File: config.mk
export PLATFORM = sky130hd
export DESIGN_NAME = rv32_core_top
export DESIGN_NICKNAME = d
export VERILOG_FILES = /design/src/logic/rv32_types.sv /design/src/logic/rv32_fetch_stage.sv /design/src/logic/rv32_decoder.sv /design/src/logic/rv32_hazard_unit.sv /design/src/logic/rv32_decode_stage.sv /design/src/logic/rv32_exec_stage.sv /design/src/logic/rv32_regfile.sv /design/src/logic/rv32_core_top.sv
export SDC_FILE = /design/constraint.sdc
export NUM_CORES = 2
export LEC_CHECK = 0
export BUFFER_PORTS_ARGS = -buffer_cell sky130_fd_sc_hd__buf_2
export CAP_MARGIN = 25
export CORE_MARGIN = 2
export CORE_UTILIZATION = 40
export DETAILED_ROUTE_END_ITERATION = 7
export HOLD_SLACK_MARGIN = 0.03
export PLACE_DENSITY_LB_ADDON = 0.2
export RECOVER_POWER = 100
export SYNTH_ARGS = -nofsm -noshare
export SYNTH_HDL_FRONTEND = slang
export SYNTH_SLANG_ARGS = --single-unit
File: constraint.sdc
create_clock -name clk -period 6.9 [get_ports clk]
set_clock_uncertainty 0.05 [all_clocks]
set_input_delay 0.69 -clock clk [delete_from_list [all_inputs] [get_ports clk]]
set_output_delay 0.69 -clock clk [all_outputs]
set_load 0.01 [all_outputs]
File: src/logic/rv32_types.sv
// Shared RV32 slice types; only ADD/SUB/AND/OR/XOR/ADDI/LUI/LW are decoded, with two read ports
package rv32_types;

    typedef logic [31:0] rv32_word;
    typedef logic [31:0] rv_instr_t;

    localparam int CORE_RF_NUM_READ = 2;

    // ADDI x0, x0, 0
    localparam rv_instr_t RV_NOP = 32'h0000_0013;

    // funct fields of the supported subset
    localparam logic [2:0] F3_ADD_SUB = 3'b000;
    localparam logic [2:0] F3_XOR     = 3'b100;
    localparam logic [2:0] F3_OR      = 3'b110;
    localparam logic [2:0] F3_AND     = 3'b111;
    localparam logic [2:0] F3_LW      = 3'b010;
    localparam logic [6:0] F7_BASE    = 7'b0000000;
    localparam logic [6:0] F7_SUB     = 7'b0100000;

    typedef enum logic [6:0] {
        OP_REG  = 7'b0110011,
        OP_IMM  = 7'b0010011,
        OP_LUI  = 7'b0110111,
        OP_LOAD = 7'b0000011
    } rv_opcode_t;

    typedef enum logic [2:0] {
        ALU_ADD,
        ALU_SUB,
        ALU_AND,
        ALU_OR,
        ALU_XOR,
        ALU_PASS_B
    } alu_op_t;

    typedef enum logic {
        WB_ALU,
        WB_LOAD
    } wb_src_t;

    typedef enum logic [1:0] {
        BYPASS_NONE,
        BYPASS_EXEC,
        BYPASS_WB
    } bypass_t;

    typedef struct packed {
        alu_op_t                            alu_op;
        logic                               use_imm;
        rv32_word                           imm;
        logic [4:0]                         rd;
        logic                               reg_write;
        wb_src_t                            wb_result_src;
        bypass_t [CORE_RF_NUM_READ - 1:0]   bypass_rs;
    } rv_control_t;

    typedef struct packed {
        rv32_word   pc;
        logic       generate_nop;
    } fetch_decode_buffer_t;

    typedef struct packed {
        rv32_word                           pc;
        rv_instr_t                          instr;
        rv_control_t                        control;
        rv32_word [CORE_RF_NUM_READ - 1:0]  reg_data;
    } decode_exec_buffer_t;

    typedef struct packed {
        logic       valid;
        logic [4:0] rd;
        wb_src_t    wb_result_src;
        rv32_word   result;
    } exec_wb_buffer_t;

    // Control word that writes nothing and needs no operand
    function automatic rv_control_t create_nop_ctrl();
        rv_control_t ctrl;
        ctrl.alu_op        = ALU_ADD;
        ctrl.use_imm       = 1'b0;
        ctrl.imm           = '0;
        ctrl.rd            = '0;
        ctrl.reg_write     = 1'b0;
        ctrl.wb_result_src = WB_ALU;
        for (int i = 0; i < CORE_RF_NUM_READ; i++) begin
            ctrl.bypass_rs[i] = BYPASS_NONE;
        end
        return ctrl;
    endfunction

endpackage

File: src/logic/rv32_fetch_stage.sv
// Fetch for a one-cycle synchronous instruction memory; no branches, pc only steps by 4
`timescale 1ns/1ps

module rv32_fetch_stage (
    input  logic                             clk,
    input  logic                             resetn,
    input  logic                             stall,
    output rv32_types::rv32_word             imem_addr,
    output rv32_types::fetch_decode_buffer_t fetch_decode_buff
);
    import rv32_types::*;

    rv32_word pc;

    // Re-issue the address held in decode so the same word comes back
    assign imem_addr = stall ? fetch_decode_buff.pc : pc;

    always_ff @(posedge clk) begin
        if (!resetn) begin
            pc                             <= '0;
            fetch_decode_buff.pc           <= '0;
            fetch_decode_buff.generate_nop <= 1'b1;
        end else if (!stall) begin
            pc <= pc + 32'd4;
            // pc of the word that arrives from memory next cycle
            fetch_decode_buff.pc           <= pc;
            fetch_decode_buff.generate_nop <= 1'b0;
        end
    end

endmodule

File: src/logic/rv32_decoder.sv
// Combinational decoder for the RV32 subset; any other encoding yields NOP control and no operand use
`timescale 1ns/1ps

module rv32_decoder (
    input  rv32_types::rv_instr_t                          instr,
    output rv32_types::rv_control_t                        control,
    output logic [rv32_types::CORE_RF_NUM_READ - 1:0]      use_rs
);
    import rv32_types::*;

    rv_opcode_t opcode;
    logic [2:0] funct3;
    logic [6:0] funct7;
    logic [4:0] rd;
    rv32_word   imm_i;
    rv32_word   imm_u;
    logic       supported;

    assign opcode = rv_opcode_t'(instr[6:0]);
    assign funct3 = instr[14:12];
    assign funct7 = instr[31:25];
    assign rd     = instr[11:7];
    assign imm_i  = {{20{instr[31]}}, instr[31:20]};
    assign imm_u  = {instr[31:12], 12'b0};

    always_comb begin
        control   = create_nop_ctrl();
        use_rs    = '0;
        supported = 1'b0;

        case (opcode)
            OP_REG: begin
                supported = 1'b1;
                use_rs    = '1;
                case ({funct7, funct3})
                    {F7_BASE, F3_ADD_SUB}: control.alu_op = ALU_ADD;
                    {F7_SUB, F3_ADD_SUB}:  control.alu_op = ALU_SUB;
                    {F7_BASE, F3_AND}:     control.alu_op = ALU_AND;
                    {F7_BASE, F3_OR}:      control.alu_op = ALU_OR;
                    {F7_BASE, F3_XOR}:     control.alu_op = ALU_XOR;
                    default:               supported = 1'b0;
                endcase
            end
            OP_IMM: begin
                // ADDI only
                supported       = (funct3 == F3_ADD_SUB);
                use_rs[0]       = 1'b1;
                control.use_imm = 1'b1;
                control.imm     = imm_i;
            end
            OP_LUI: begin
                supported       = 1'b1;
                control.alu_op  = ALU_PASS_B;
                control.use_imm = 1'b1;
                control.imm     = imm_u;
            end
            OP_LOAD: begin
                supported             = (funct3 == F3_LW);
                use_rs[0]             = 1'b1;
                control.use_imm       = 1'b1;
                control.imm           = imm_i;
                control.wb_result_src = WB_LOAD;
            end
            default: supported = 1'b0;
        endcase

        if (supported) begin
            control.rd        = rd;
            control.reg_write = (rd != 5'd0);
        end else begin
            control = create_nop_ctrl();
            use_rs  = '0;
        end
    end

endmodule

File: src/logic/rv32_hazard_unit.sv
// Bypass and load-use detection against the execute and writeback buffers; rd of x0 never matches
`timescale 1ns/1ps

module rv32_hazard_unit (
    input  logic [rv32_types::CORE_RF_NUM_READ - 1:0]         use_rs,
    input  rv32_types::rv_instr_t                             current_instr,
    input  rv32_types::decode_exec_buffer_t                   decode_exec_buff,
    input  rv32_types::exec_wb_buffer_t                       exec_wb_buff,
    output logic                                              stall,
    output rv32_types::bypass_t [rv32_types::CORE_RF_NUM_READ - 1:0] bypass_rs
);
    import rv32_types::*;

    logic [4:0] rs_addr [CORE_RF_NUM_READ];

    assign rs_addr[0] = current_instr[19:15];
    assign rs_addr[1] = current_instr[24:20];

    always_comb begin
        stall = 1'b0;
        for (int i = 0; i < CORE_RF_NUM_READ; i++) begin
            bypass_rs[i] = BYPASS_NONE;
            if (use_rs[i]) begin
                // Newest producer first
                if (decode_exec_buff.control.reg_write &&
                    decode_exec_buff.control.rd == rs_addr[i]) begin
                    if (decode_exec_buff.control.wb_result_src == WB_LOAD) begin
                        // Load data not there yet, wait one cycle
                        stall = 1'b1;
                    end else begin
                        bypass_rs[i] = BYPASS_EXEC;
                    end
                end else if (exec_wb_buff.valid && exec_wb_buff.rd == rs_addr[i]) begin
                    bypass_rs[i] = BYPASS_WB;
                end
            end
        end
    end

endmodule

File: src/logic/rv32_decode_stage.sv
// Decode stage; stall is combinational and a stalled cycle sends a NOP to execute
`timescale 1ns/1ps

module rv32_decode_stage (
    input  logic                                               clk,
    input  logic                                               resetn,
    input  rv32_types::fetch_decode_buffer_t                   fetch_decode_buff,
    input  rv32_types::rv_instr_t                              instr,
    input  rv32_types::rv32_word [rv32_types::CORE_RF_NUM_READ - 1:0] reg_data,
    input  rv32_types::exec_wb_buffer_t                        exec_wb_buff,
    output rv32_types::decode_exec_buffer_t                    decode_exec_buff,
    output logic                                               stall
);
    import rv32_types::*;

    rv_instr_t                          dec_instr;
    rv_control_t                        dec_control;
    logic [CORE_RF_NUM_READ - 1:0]      use_rs;
    bypass_t [CORE_RF_NUM_READ - 1:0]   bypass_rs;
    decode_exec_buffer_t                next_buff;

    // Fetch bubble after reset
    assign dec_instr = fetch_decode_buff.generate_nop ? RV_NOP : instr;

    rv32_decoder i_decoder (
        .instr   (dec_instr),
        .control (dec_control),
        .use_rs  (use_rs)
    );

    rv32_hazard_unit i_hazard (
        .use_rs           (use_rs),
        .current_instr    (dec_instr),
        .decode_exec_buff (decode_exec_buff),
        .exec_wb_buff     (exec_wb_buff),
        .stall            (stall),
        .bypass_rs        (bypass_rs)
    );

    always_comb begin
        next_buff.pc                = fetch_decode_buff.pc;
        next_buff.instr             = dec_instr;
        next_buff.reg_data          = reg_data;
        next_buff.control           = dec_control;
        next_buff.control.bypass_rs = bypass_rs;

        // Bubble into execute while the load finishes
        if (stall) begin
            next_buff.instr   = RV_NOP;
            next_buff.control = create_nop_ctrl();
        end
    end

    always_ff @(posedge clk) begin
        if (!resetn) begin
            decode_exec_buff.pc      <= '0;
            decode_exec_buff.instr   <= RV_NOP;
            decode_exec_buff.control <= create_nop_ctrl();
        end else begin
            decode_exec_buff <= next_buff;
        end
    end

endmodule

File: src/logic/rv32_exec_stage.sv
// Execute stage; dmem_addr is valid for loads only and dmem_rdata must follow one cycle later
`timescale 1ns/1ps

module rv32_exec_stage (
    input  logic                            clk,
    input  logic                            resetn,
    input  rv32_types::decode_exec_buffer_t decode_exec_buff,
    input  rv32_types::rv32_word            dmem_rdata,
    output rv32_types::rv32_word            dmem_addr,
    output rv32_types::exec_wb_buffer_t     exec_wb_buff,
    output rv32_types::rv32_word            wb_data
);
    import rv32_types::*;

    rv_control_t ctrl;
    rv32_word    operand [CORE_RF_NUM_READ];
    rv32_word    alu_b;
    rv32_word    alu_result;
    rv32_word    wb_data_prev;

    assign ctrl = decode_exec_buff.control;

    // Writeback result is the load data when the buffered op is a load
    assign wb_data = (exec_wb_buff.wb_result_src == WB_LOAD) ? dmem_rdata : exec_wb_buff.result;

    // The register file missed the value that retired while this op sat in decode
    always_ff @(posedge clk) begin
        wb_data_prev <= wb_data;
    end

    always_comb begin
        for (int i = 0; i < CORE_RF_NUM_READ; i++) begin
            case (ctrl.bypass_rs[i])
                BYPASS_EXEC: operand[i] = exec_wb_buff.result;
                BYPASS_WB:   operand[i] = wb_data_prev;
                default:     operand[i] = decode_exec_buff.reg_data[i];
            endcase
        end
    end

    assign alu_b     = ctrl.use_imm ? ctrl.imm : operand[1];
    assign dmem_addr = operand[0] + ctrl.imm;

    always_comb begin
        case (ctrl.alu_op)
            ALU_ADD:    alu_result = operand[0] + alu_b;
            ALU_SUB:    alu_result = operand[0] - alu_b;
            ALU_AND:    alu_result = operand[0] & alu_b;
            ALU_OR:     alu_result = operand[0] | alu_b;
            ALU_XOR:    alu_result = operand[0] ^ alu_b;
            ALU_PASS_B: alu_result = alu_b;
            default:    alu_result = '0;
        endcase
    end

    always_ff @(posedge clk) begin
        if (!resetn) begin
            exec_wb_buff.valid         <= 1'b0;
            exec_wb_buff.rd            <= '0;
            exec_wb_buff.wb_result_src <= WB_ALU;
        end else begin
            exec_wb_buff.valid         <= ctrl.reg_write;
            exec_wb_buff.rd            <= ctrl.rd;
            exec_wb_buff.wb_result_src <= ctrl.wb_result_src;
        end
        // Load address for loads, nobody reads it then
        exec_wb_buff.result <= alu_result;
    end

endmodule

File: src/logic/rv32_regfile.sv
// 32x32 register file; reads are asynchronous, write lands at the clock edge, no reset
`timescale 1ns/1ps

module rv32_regfile (
    input  logic                                                clk,
    input  logic [4:0]                                          rs1_addr,
    input  logic [4:0]                                          rs2_addr,
    input  logic [4:0]                                          rd_addr,
    input  rv32_types::rv32_word                                rd_data,
    input  logic                                                write_en,
    output rv32_types::rv32_word [rv32_types::CORE_RF_NUM_READ - 1:0] rs_data
);
    import rv32_types::*;

    rv32_word regs [32];

    // x0 is never stored
    always_ff @(posedge clk) begin
        if (write_en && rd_addr != 5'd0) begin
            regs[rd_addr] <= rd_data;
        end
    end

    assign rs_data[0] = (rs1_addr == 5'd0) ? '0 : regs[rs1_addr];
    assign rs_data[1] = (rs2_addr == 5'd0) ? '0 : regs[rs2_addr];

endmodule

File: src/logic/rv32_core_top.sv
// Four-stage RV32 subset core; both memories are external with one-cycle synchronous read
`timescale 1ns/1ps

module rv32_core_top (
    input  logic                 clk,
    input  logic                 resetn,
    output rv32_types::rv32_word imem_addr,
    input  rv32_types::rv_instr_t imem_rdata,
    output rv32_types::rv32_word dmem_addr,
    input  rv32_types::rv32_word dmem_rdata,
    output logic                 wb_valid,
    output logic [4:0]           wb_rd,
    output rv32_types::rv32_word wb_data,
    output logic                 stall
);
    import rv32_types::*;

    fetch_decode_buffer_t              fetch_decode_buff;
    decode_exec_buffer_t               decode_exec_buff;
    exec_wb_buffer_t                   exec_wb_buff;
    rv32_word [CORE_RF_NUM_READ - 1:0] reg_data;

    // Retirement trace is the register write port
    assign wb_valid = exec_wb_buff.valid;
    assign wb_rd    = exec_wb_buff.rd;

    rv32_fetch_stage i_fetch (
        .clk               (clk),
        .resetn            (resetn),
        .stall             (stall),
        .imem_addr         (imem_addr),
        .fetch_decode_buff (fetch_decode_buff)
    );

    rv32_regfile i_regfile (
        .clk      (clk),
        .rs1_addr (imem_rdata[19:15]),
        .rs2_addr (imem_rdata[24:20]),
        .rd_addr  (exec_wb_buff.rd),
        .rd_data  (wb_data),
        .write_en (exec_wb_buff.valid),
        .rs_data  (reg_data)
    );

    rv32_decode_stage i_decode (
        .clk               (clk),
        .resetn            (resetn),
        .fetch_decode_buff (fetch_decode_buff),
        .instr             (imem_rdata),
        .reg_data          (reg_data),
        .exec_wb_buff      (exec_wb_buff),
        .decode_exec_buff  (decode_exec_buff),
        .stall             (stall)
    );

    rv32_exec_stage i_exec (
        .clk              (clk),
        .resetn           (resetn),
        .decode_exec_buff (decode_exec_buff),
        .dmem_rdata       (dmem_rdata),
        .dmem_addr        (dmem_addr),
        .exec_wb_buff     (exec_wb_buff),
        .wb_data          (wb_data)
    );

endmodule

# [Word-level counts from Yosys, hierarchy flattened]
# Memories as Yosys holds them, arrays and structs flattened. A register that Yosys moved wholly into a read port is not among the register bits.
# Cells that the tools add are included.
[totals] register_bits=183 mem_bits_rw=1024 out_inout_bits=103 wordCells=97 memories=1
[memory_table] memory="i_regfile.regs" depth=32 width=32 read_ports=2 rd_clocked_by_memory_dff=2 write_ports=1 line="rv32_regfile.sv:15" rtl="rv32_word regs [32];"
[classes] addsub=4 eq_ne=22 muxes=29 bitwise=7 reduce_logical=18
[op_table] op="$pmux 32 s6" count=1
[op_table] op="$mux 32" count=4
[op_table] op="$pmux 32 s2" count=2
[op_table] op="$pmux 33 s2" count=1
[op_table] op="$add 32x32->32" count=2
[op_table] op="$add 32x3->32 const B" count=1
[op_table] op="$and 32x32->32" count=1
[op_table] op="$or 32x32->32" count=1
[op_table] op="$sub 32x32->32" count=1
[op_table] op="$xor 32x32->32" count=1
[op_table] op="$eq 10x3->1 const B" count=3
[op_table] op="$eq 5x5->1" count=4
[op_table] op="$eq 7x6->1 const B" count=2
[op_table] op="$mux 1" count=13
[op_table] op="$pmux 3 s4" count=1
[op_table] op="$reduce_or 3->1" count=4
[op_table] op="$eq 10x9->1 const B" count=1
[op_table] op="$logic_not 10->1" count=1
[op_table] op="$logic_not 5->1" count=2
[op_table] op="$mux 2" count=5
[op_table] op="$reduce_bool 5->1" count=2
[op_table] op="$eq 3x2->1 const B" count=3
[op_table] op="$eq 7x2->1 const B" count=1
[op_table] op="$eq 7x5->1 const B" count=1
[op_table] op="other kinds (11)" count=22

# [Logic depth before layout (Yosys ltp)]
[logic_depth] word_depth=11 mapped_depth=26 mapped_depth_nobuf=21

# [Hierarchy]
# From an unflattened synthesis, not the netlist that was laid out.
[unflattened] hier_cells=4551 area_unflattened_um2=66341.1
[modules_own_cells] mod="rv32_regfile" instances=1 cells_each=2564 area_each_um2=47929.7 seq_area_each_um2=30749.5
[modules_own_cells] mod="rv32_exec_stage" instances=1 cells_each=1247 area_each_um2=9425.3 seq_area_each_um2=1421.4
[modules_own_cells] mod="rv32_decode_stage" instances=1 cells_each=345 area_each_um2=5494.0 seq_area_each_um2=4144.0
[modules_own_cells] mod="rv32_fetch_stage" instances=1 cells_each=276 area_each_um2=2621.3 seq_area_each_um2=1221.2
[modules_own_cells] mod="rv32_decoder" instances=1 cells_each=82 area_each_um2=590.6 seq_area_each_um2=0.0
[modules_own_cells] mod="rv32_hazard_unit" instances=1 cells_each=37 area_each_um2=280.3 seq_area_each_um2=0.0

# [Least setup slack after synthesis]
# OpenSTA, ideal clock, no wires.
[synth_timing] path_type="reg2reg" startpoint="register, netlist name i_decode.decode_exec_buff[66]" endpoint="register, netlist name i_exec.exec_wb_buff[27]" setup_ps=132 t_arrival_ps=4828 required_time_ps=6718 slack_ps=1889 stages_incl_launch_ff=27 cell_sequence="dfxtp_1 inv_1 ha_1 buf_6 buf_2 clkbuf_1 clkbuf_1 nor2_1 a211oi_1 inv_1 ha_1 o21ai_0 nor4_1 a31oi_1 xnor2_1 ha_1 clkbuf_1 a21oi_1 nor2b_1 o21ai_0 and3b_1 nand2_1 a2111oi_0 o41a_1 a21oi_1 a221oi_1 a21oi_1"
[synth_between] elab_chain_cells=5
[synth_lines] item="$eq 2x2->1 or $eq 2x1->1 (tied branches)" line="rv32_exec_stage.sv:33" rtl="case (ctrl.bypass_rs[i])"
[synth_lines] item="$pmux 32 s2 *" line="rv32_exec_stage.sv:33"
[synth_lines] item="$mux 32 *" line="rv32_exec_stage.sv:41" rtl="assign alu_b = ctrl.use_imm ? ctrl.imm : operand[1];"
[synth_lines] item="$sub 32x32->32, or another cell as far along" line="rv32_exec_stage.sv:47" rtl="ALU_SUB: alu_result = operand[0] - alu_b;"
[synth_lines] item="$pmux 32 s6 *" line="rv32_exec_stage.sv:45" rtl="case (ctrl.alu_op)"
[synth_lines] item="named net i_exec.alu_result[27]" line="rv32_exec_stage.sv:18" rtl="rv32_word alu_result;"
# The timed path passes the listed nets; every way through them passes the cells marked *.
# A chain may end at the register's enable or synchronous reset.

# [Worst setup path in the final report]
[layout_timing] startpoint="input port imem_rdata[21]" endpoint="register, netlist name i_decode.decode_exec_buff[51]"
[layout_between] elab_chain_cells=1
[layout_lines] item="from (decl)" line="rv32_core_top.sv:8" rtl="input rv32_types::rv_instr_t imem_rdata,"
[layout_lines] item="$logic_not 5->1" line="rv32_regfile.sv:25" rtl="assign rs_data[1] = (rs2_addr == 5'd0) ? '0 : regs[rs2_addr];"
# Parallel ways exist; a longest one is shown, timed or not.

==> metrics.md <==
| Metric | Value |
|---|---|
| Crit Path Max Fanout | `83` |
| Ys async rst share | `0%` |
| Max Clk Rate | `150 MHz` |
| Wire per inst | `31.0 um` |
| Fill count | `13,600` |
| R2R Path Start | `i_decode.decode_exec_buff[66]` |
| Critical Path End Type | `flip-flop` |
| Final number of setup-violating endpoints | `0` |
| R2r setup slk | `between 400 and 500 ps` |
| Minimum clock period | `6690 ps` |
| Flops & latches, synth | `about 1,300` |
| Total wire length | `between 150,000 and 200,000 um` |
| Vias in the first global route | `around 38,000` |
| Failing checks | `max-capacitance violations, max-slew violations` |
| Die Area | `0.160 mm^2` |
| Cell Pwr Density | `between 200 and 300 mW/mm^2` |
| Multi-input logic area | `0.0251 mm^2` |
| Core Area | `0.156 mm^2` |
| Critical path required time | `approximately 7400 ps` |
| Total track usage | `between 20% and 30%` |
| Synth Area in Adders | `~2.8%` |
| Clock Latency Late Sink | `approximately 800 ps` |
| Hold Crit Class | `input pin to flip-flop` |
| Lkg Pwr | `roughly 23 nW` |
| WS Path Type | `input pin to flip-flop` |
| Period Utilization, post-route | `a little over nine tenths` |
| TritonCTS buffer count | `~140` |
| Final ANT Viol Nets | `0` |
| # DRC | `0` |
| Die Wd | `roughly 400 um` |
| Vias | `between 30,000 and 40,000` |
| Yosys warns | `0` |
| FF+latch area | `0.0363 mm^2` |
| Worst setup startpoint | `imem_rdata[21]` |
| Xor/xnor share of the synthesized area | `under 10%` |
| Starting density of the core | `between 40% and 50%` |
| Cell variety after synth | `a little under 90` |
| Post-Syn Area | `between 0.06 and 0.07 mm^2` |
| Compound-gate portion of the synthesized area | `5.16%` |
| 1st-pass router iterations | `6` |
| Dpl ws | `987 ps` |
| Setup TNS | `0 ps` |
| Slew @ Worst Pin | `a little under 4000 ps` |
| Detailed Place HPWL | `119,000 um` |
| Area delta synth->final | `12.7%` |
| 1st-iter DRT viols | `about 4,700` |
| Worst VDD drop | `~0.00026 V` |
| CP endpoint | `i_decode.decode_exec_buff[51]` |
| Max Cap Viol | `slightly below 70` |
| Worst Reg2Reg Path Length in Cells | `20` |
| Global route overflow | `0` |
| Port Buffers | `166` |
| Pin count of the biggest net entering global routing | `roughly 100` |
| Main combinational cell family by area after synthesis | `multiplexers` |
| Critical path arrival | `slightly above 7000 ps` |
| Die Ht | `400 um` |
| Reg clk slew, reported paths | `~60 ps` |
| Hold wc startpoint | `imem_rdata[29]` |
| Reg2Reg Capture Point | `i_exec.exec_wb_buff[30]` |
| Headroom to the max-slew limit | `-162%` |
| Top-level port count | `169` |
| CTS Sinks | `approximately 1,300` |
| Pwr Total | `about 20 mW` |
| Post-synth top flop | `edfxtp_1` |
| Root Buffer | `clkbuf_16` |
| Hold Violations, Final | `0` |
| Antenna violations before repair | `4` |
| Post-route worst setup slack | `between 200 and 250 ps` |
| Post-Synth Simple-Gate Area | `5.97%` |
| Seq/Total Area, Yosys | `57.9%` |
| Post-synth EDFFs | `between 1,000 and 1,500` |
| CP Launch Type | `input pin` |
| Total Nets Final | `about 4,300` |
| Placer congestion estimate | `roughly 0.91` |
| Site Rows | `145` |
| Mux cell area share after synthesis | `between 20% and 30%` |
| Vias/cell | `6.09` |
| Share of cells above drive strength 1 | `~25%` |
| RSZ-0062 raised after global routing | `no` |
| H-tree depth | `4` |
| Clock tree buffer depth | `3` |
| CTS tree | `done` |
| Syn Area/Cell | `approximately 16 um^2` |
| Outcome | `complete, but fails checks` |
| Commonest non-fill, non-tap cell in the layout | `edfxtp_1` |
| Most frequent cells in the layout | `edfxtp_1 (1,088), mux4_2 (640), nand2_1 (316)` |
| Final Max Slew Viols | `between 2,000 and 2,500` |
| Global-route wire length before repair | `278,000 um` |
| Cells after Synth | `3,886` |
| Cells on Worst Hold Path | `3` |
-- power breakdown --
part / switching (mW) / leakage, nW / internal (mW)
logic: 1.96 / 9.93 / 0.936
registers: 0.228 / 11.3 / 9.40
clock network: 3.22 / 2.26 / 4.37
-- cell usage after synthesis, types with 6 or more instances --
cell type / number / area (um^2)
edfxtp_1: 1088 / 32700
mux4_2: 640 / 14400
nand2_1: 316 / 1190
nor2_1: 183 / 687
clkbuf_1: 180 / 676
dfxtp_1: 179 / 3580
ha_1: 138 / 1730
a21oi_1: 127 / 636
o21ai_0: 111 / 556
inv_1: 93 / 349
xnor2_1: 84 / 736
and2_1: 81 / 507
buf_1: 68 / 255
mux2i_1: 45 / 450
a22oi_1: 37 / 278
nor2b_1: 37 / 231
mux2_2: 32 / 360
nand3_1: 32 / 160
xor2_1: 32 / 280
a221oi_1: 30 / 263
o31ai_1: 27 / 203
nand2b_1: 25 / 156
nor3_1: 25 / 125
a21o_1: 20 / 150
a31oi_1: 19 / 119
nand4_1: 16 / 100
a222oi_1: 14 / 140
o211ai_1: 14 / 105
and3_1: 12 / 75.1
buf_2: 11 / 55.1
a211oi_1: 10 / 75.1
nor4_1: 10 / 62.6
o22ai_1: 10 / 62.6
o32ai_1: 8 / 70.1
buf_4: 7 / 52.6
nor3b_1: 6 / 45.0
o21a_1: 6 / 45.0
o21bai_1: 6 / 45.0
or2_2: 6 / 37.5
-- worst min path at each step --
stage,end
floorplan,i_decode.decode_exec_buff[66]
global placement,i_fetch.pc[31]
detailed placement,i_fetch.pc[31]
CTS,i_decode.decode_exec_buff[104]
global route,i_decode.decode_exec_buff[104]
finish,i_decode.decode_exec_buff[104]
-- kinds of logic (layout without fill, tap and decap cells) --
group,after synthesis,count (layout)
muxes,717,717
AOI/OAI and AO/OA,490,490
other,1,35
buffers and inverters,367,655
and+or+nand+nor,788,788
DFF,1267,1267
adders and majority gates,140,140
xor gates and xnor gates,116,116
-- worst max-delay path, stage by stage --
cell and delay [ps]:
clkbuf_2 1790, clkbuf_1 2390, buf_4 970, mux4_2 420, mux4_2 510, nand2_1 120, a21oi_1 100
-- stage by stage --
step,hold WS [ps],cell area (um^2),util (%),std cells
3_5_place_dp,425,66400,42.6,5998
4_1_cts,36.2,71200,45.7,6264
3_3_place_gp,410,66400,42.6,5998
2_1_floorplan,377,62800,-,3919
5_1_grt,78.5,70600,45.3,6265
6_report,96.0,70600,45.3,6266
-- routing by layer --
| layer | global-route usage (%) | up-vias | share of wire (%) |
|---|---|---|---|
| met2 | 37.7 | 1750 | 46 |
| met1 | 35.0 | 20100 | 42 |
| met5 | 0 | - | 0 |
| met4 | 7.15 | 0 | 2.7 |
| met3 | 5.21 | 255 | 9.3 |
| li1 | - | 16100 | - |
-- state kept, by name (all words and copies together), names as in the netlist --
signal                     flops
i_regfile.regs              1024
i_decode.decode_exec_buff    111
i_exec.exec_wb_buff           39
i_exec.wb_data_prev           32
i_fetch.fetch_decode_buff     31
i_fetch.pc                    30
-- area by class of cell --
type	instances	area share (%)
diodes	1	0.00354
clock buffers	187	5.52
clock inverters	71	1.11
inverters	99	0.533
multi-input cells	2285	35.6
flip-flops and latches	1267	51.3
well taps	2058	3.65
repair buffers	298	2.24
-- timing repair --
action / in CTS / in global routing
hold buffers: 8 / 0
endpoints found under the setup margin: 0 / 3
resized for setup: 0 / 6
setup buffers: 0 / 0
endpoints found under the hold margin: 8 / 0
Power figures use the tool's default switching activity.
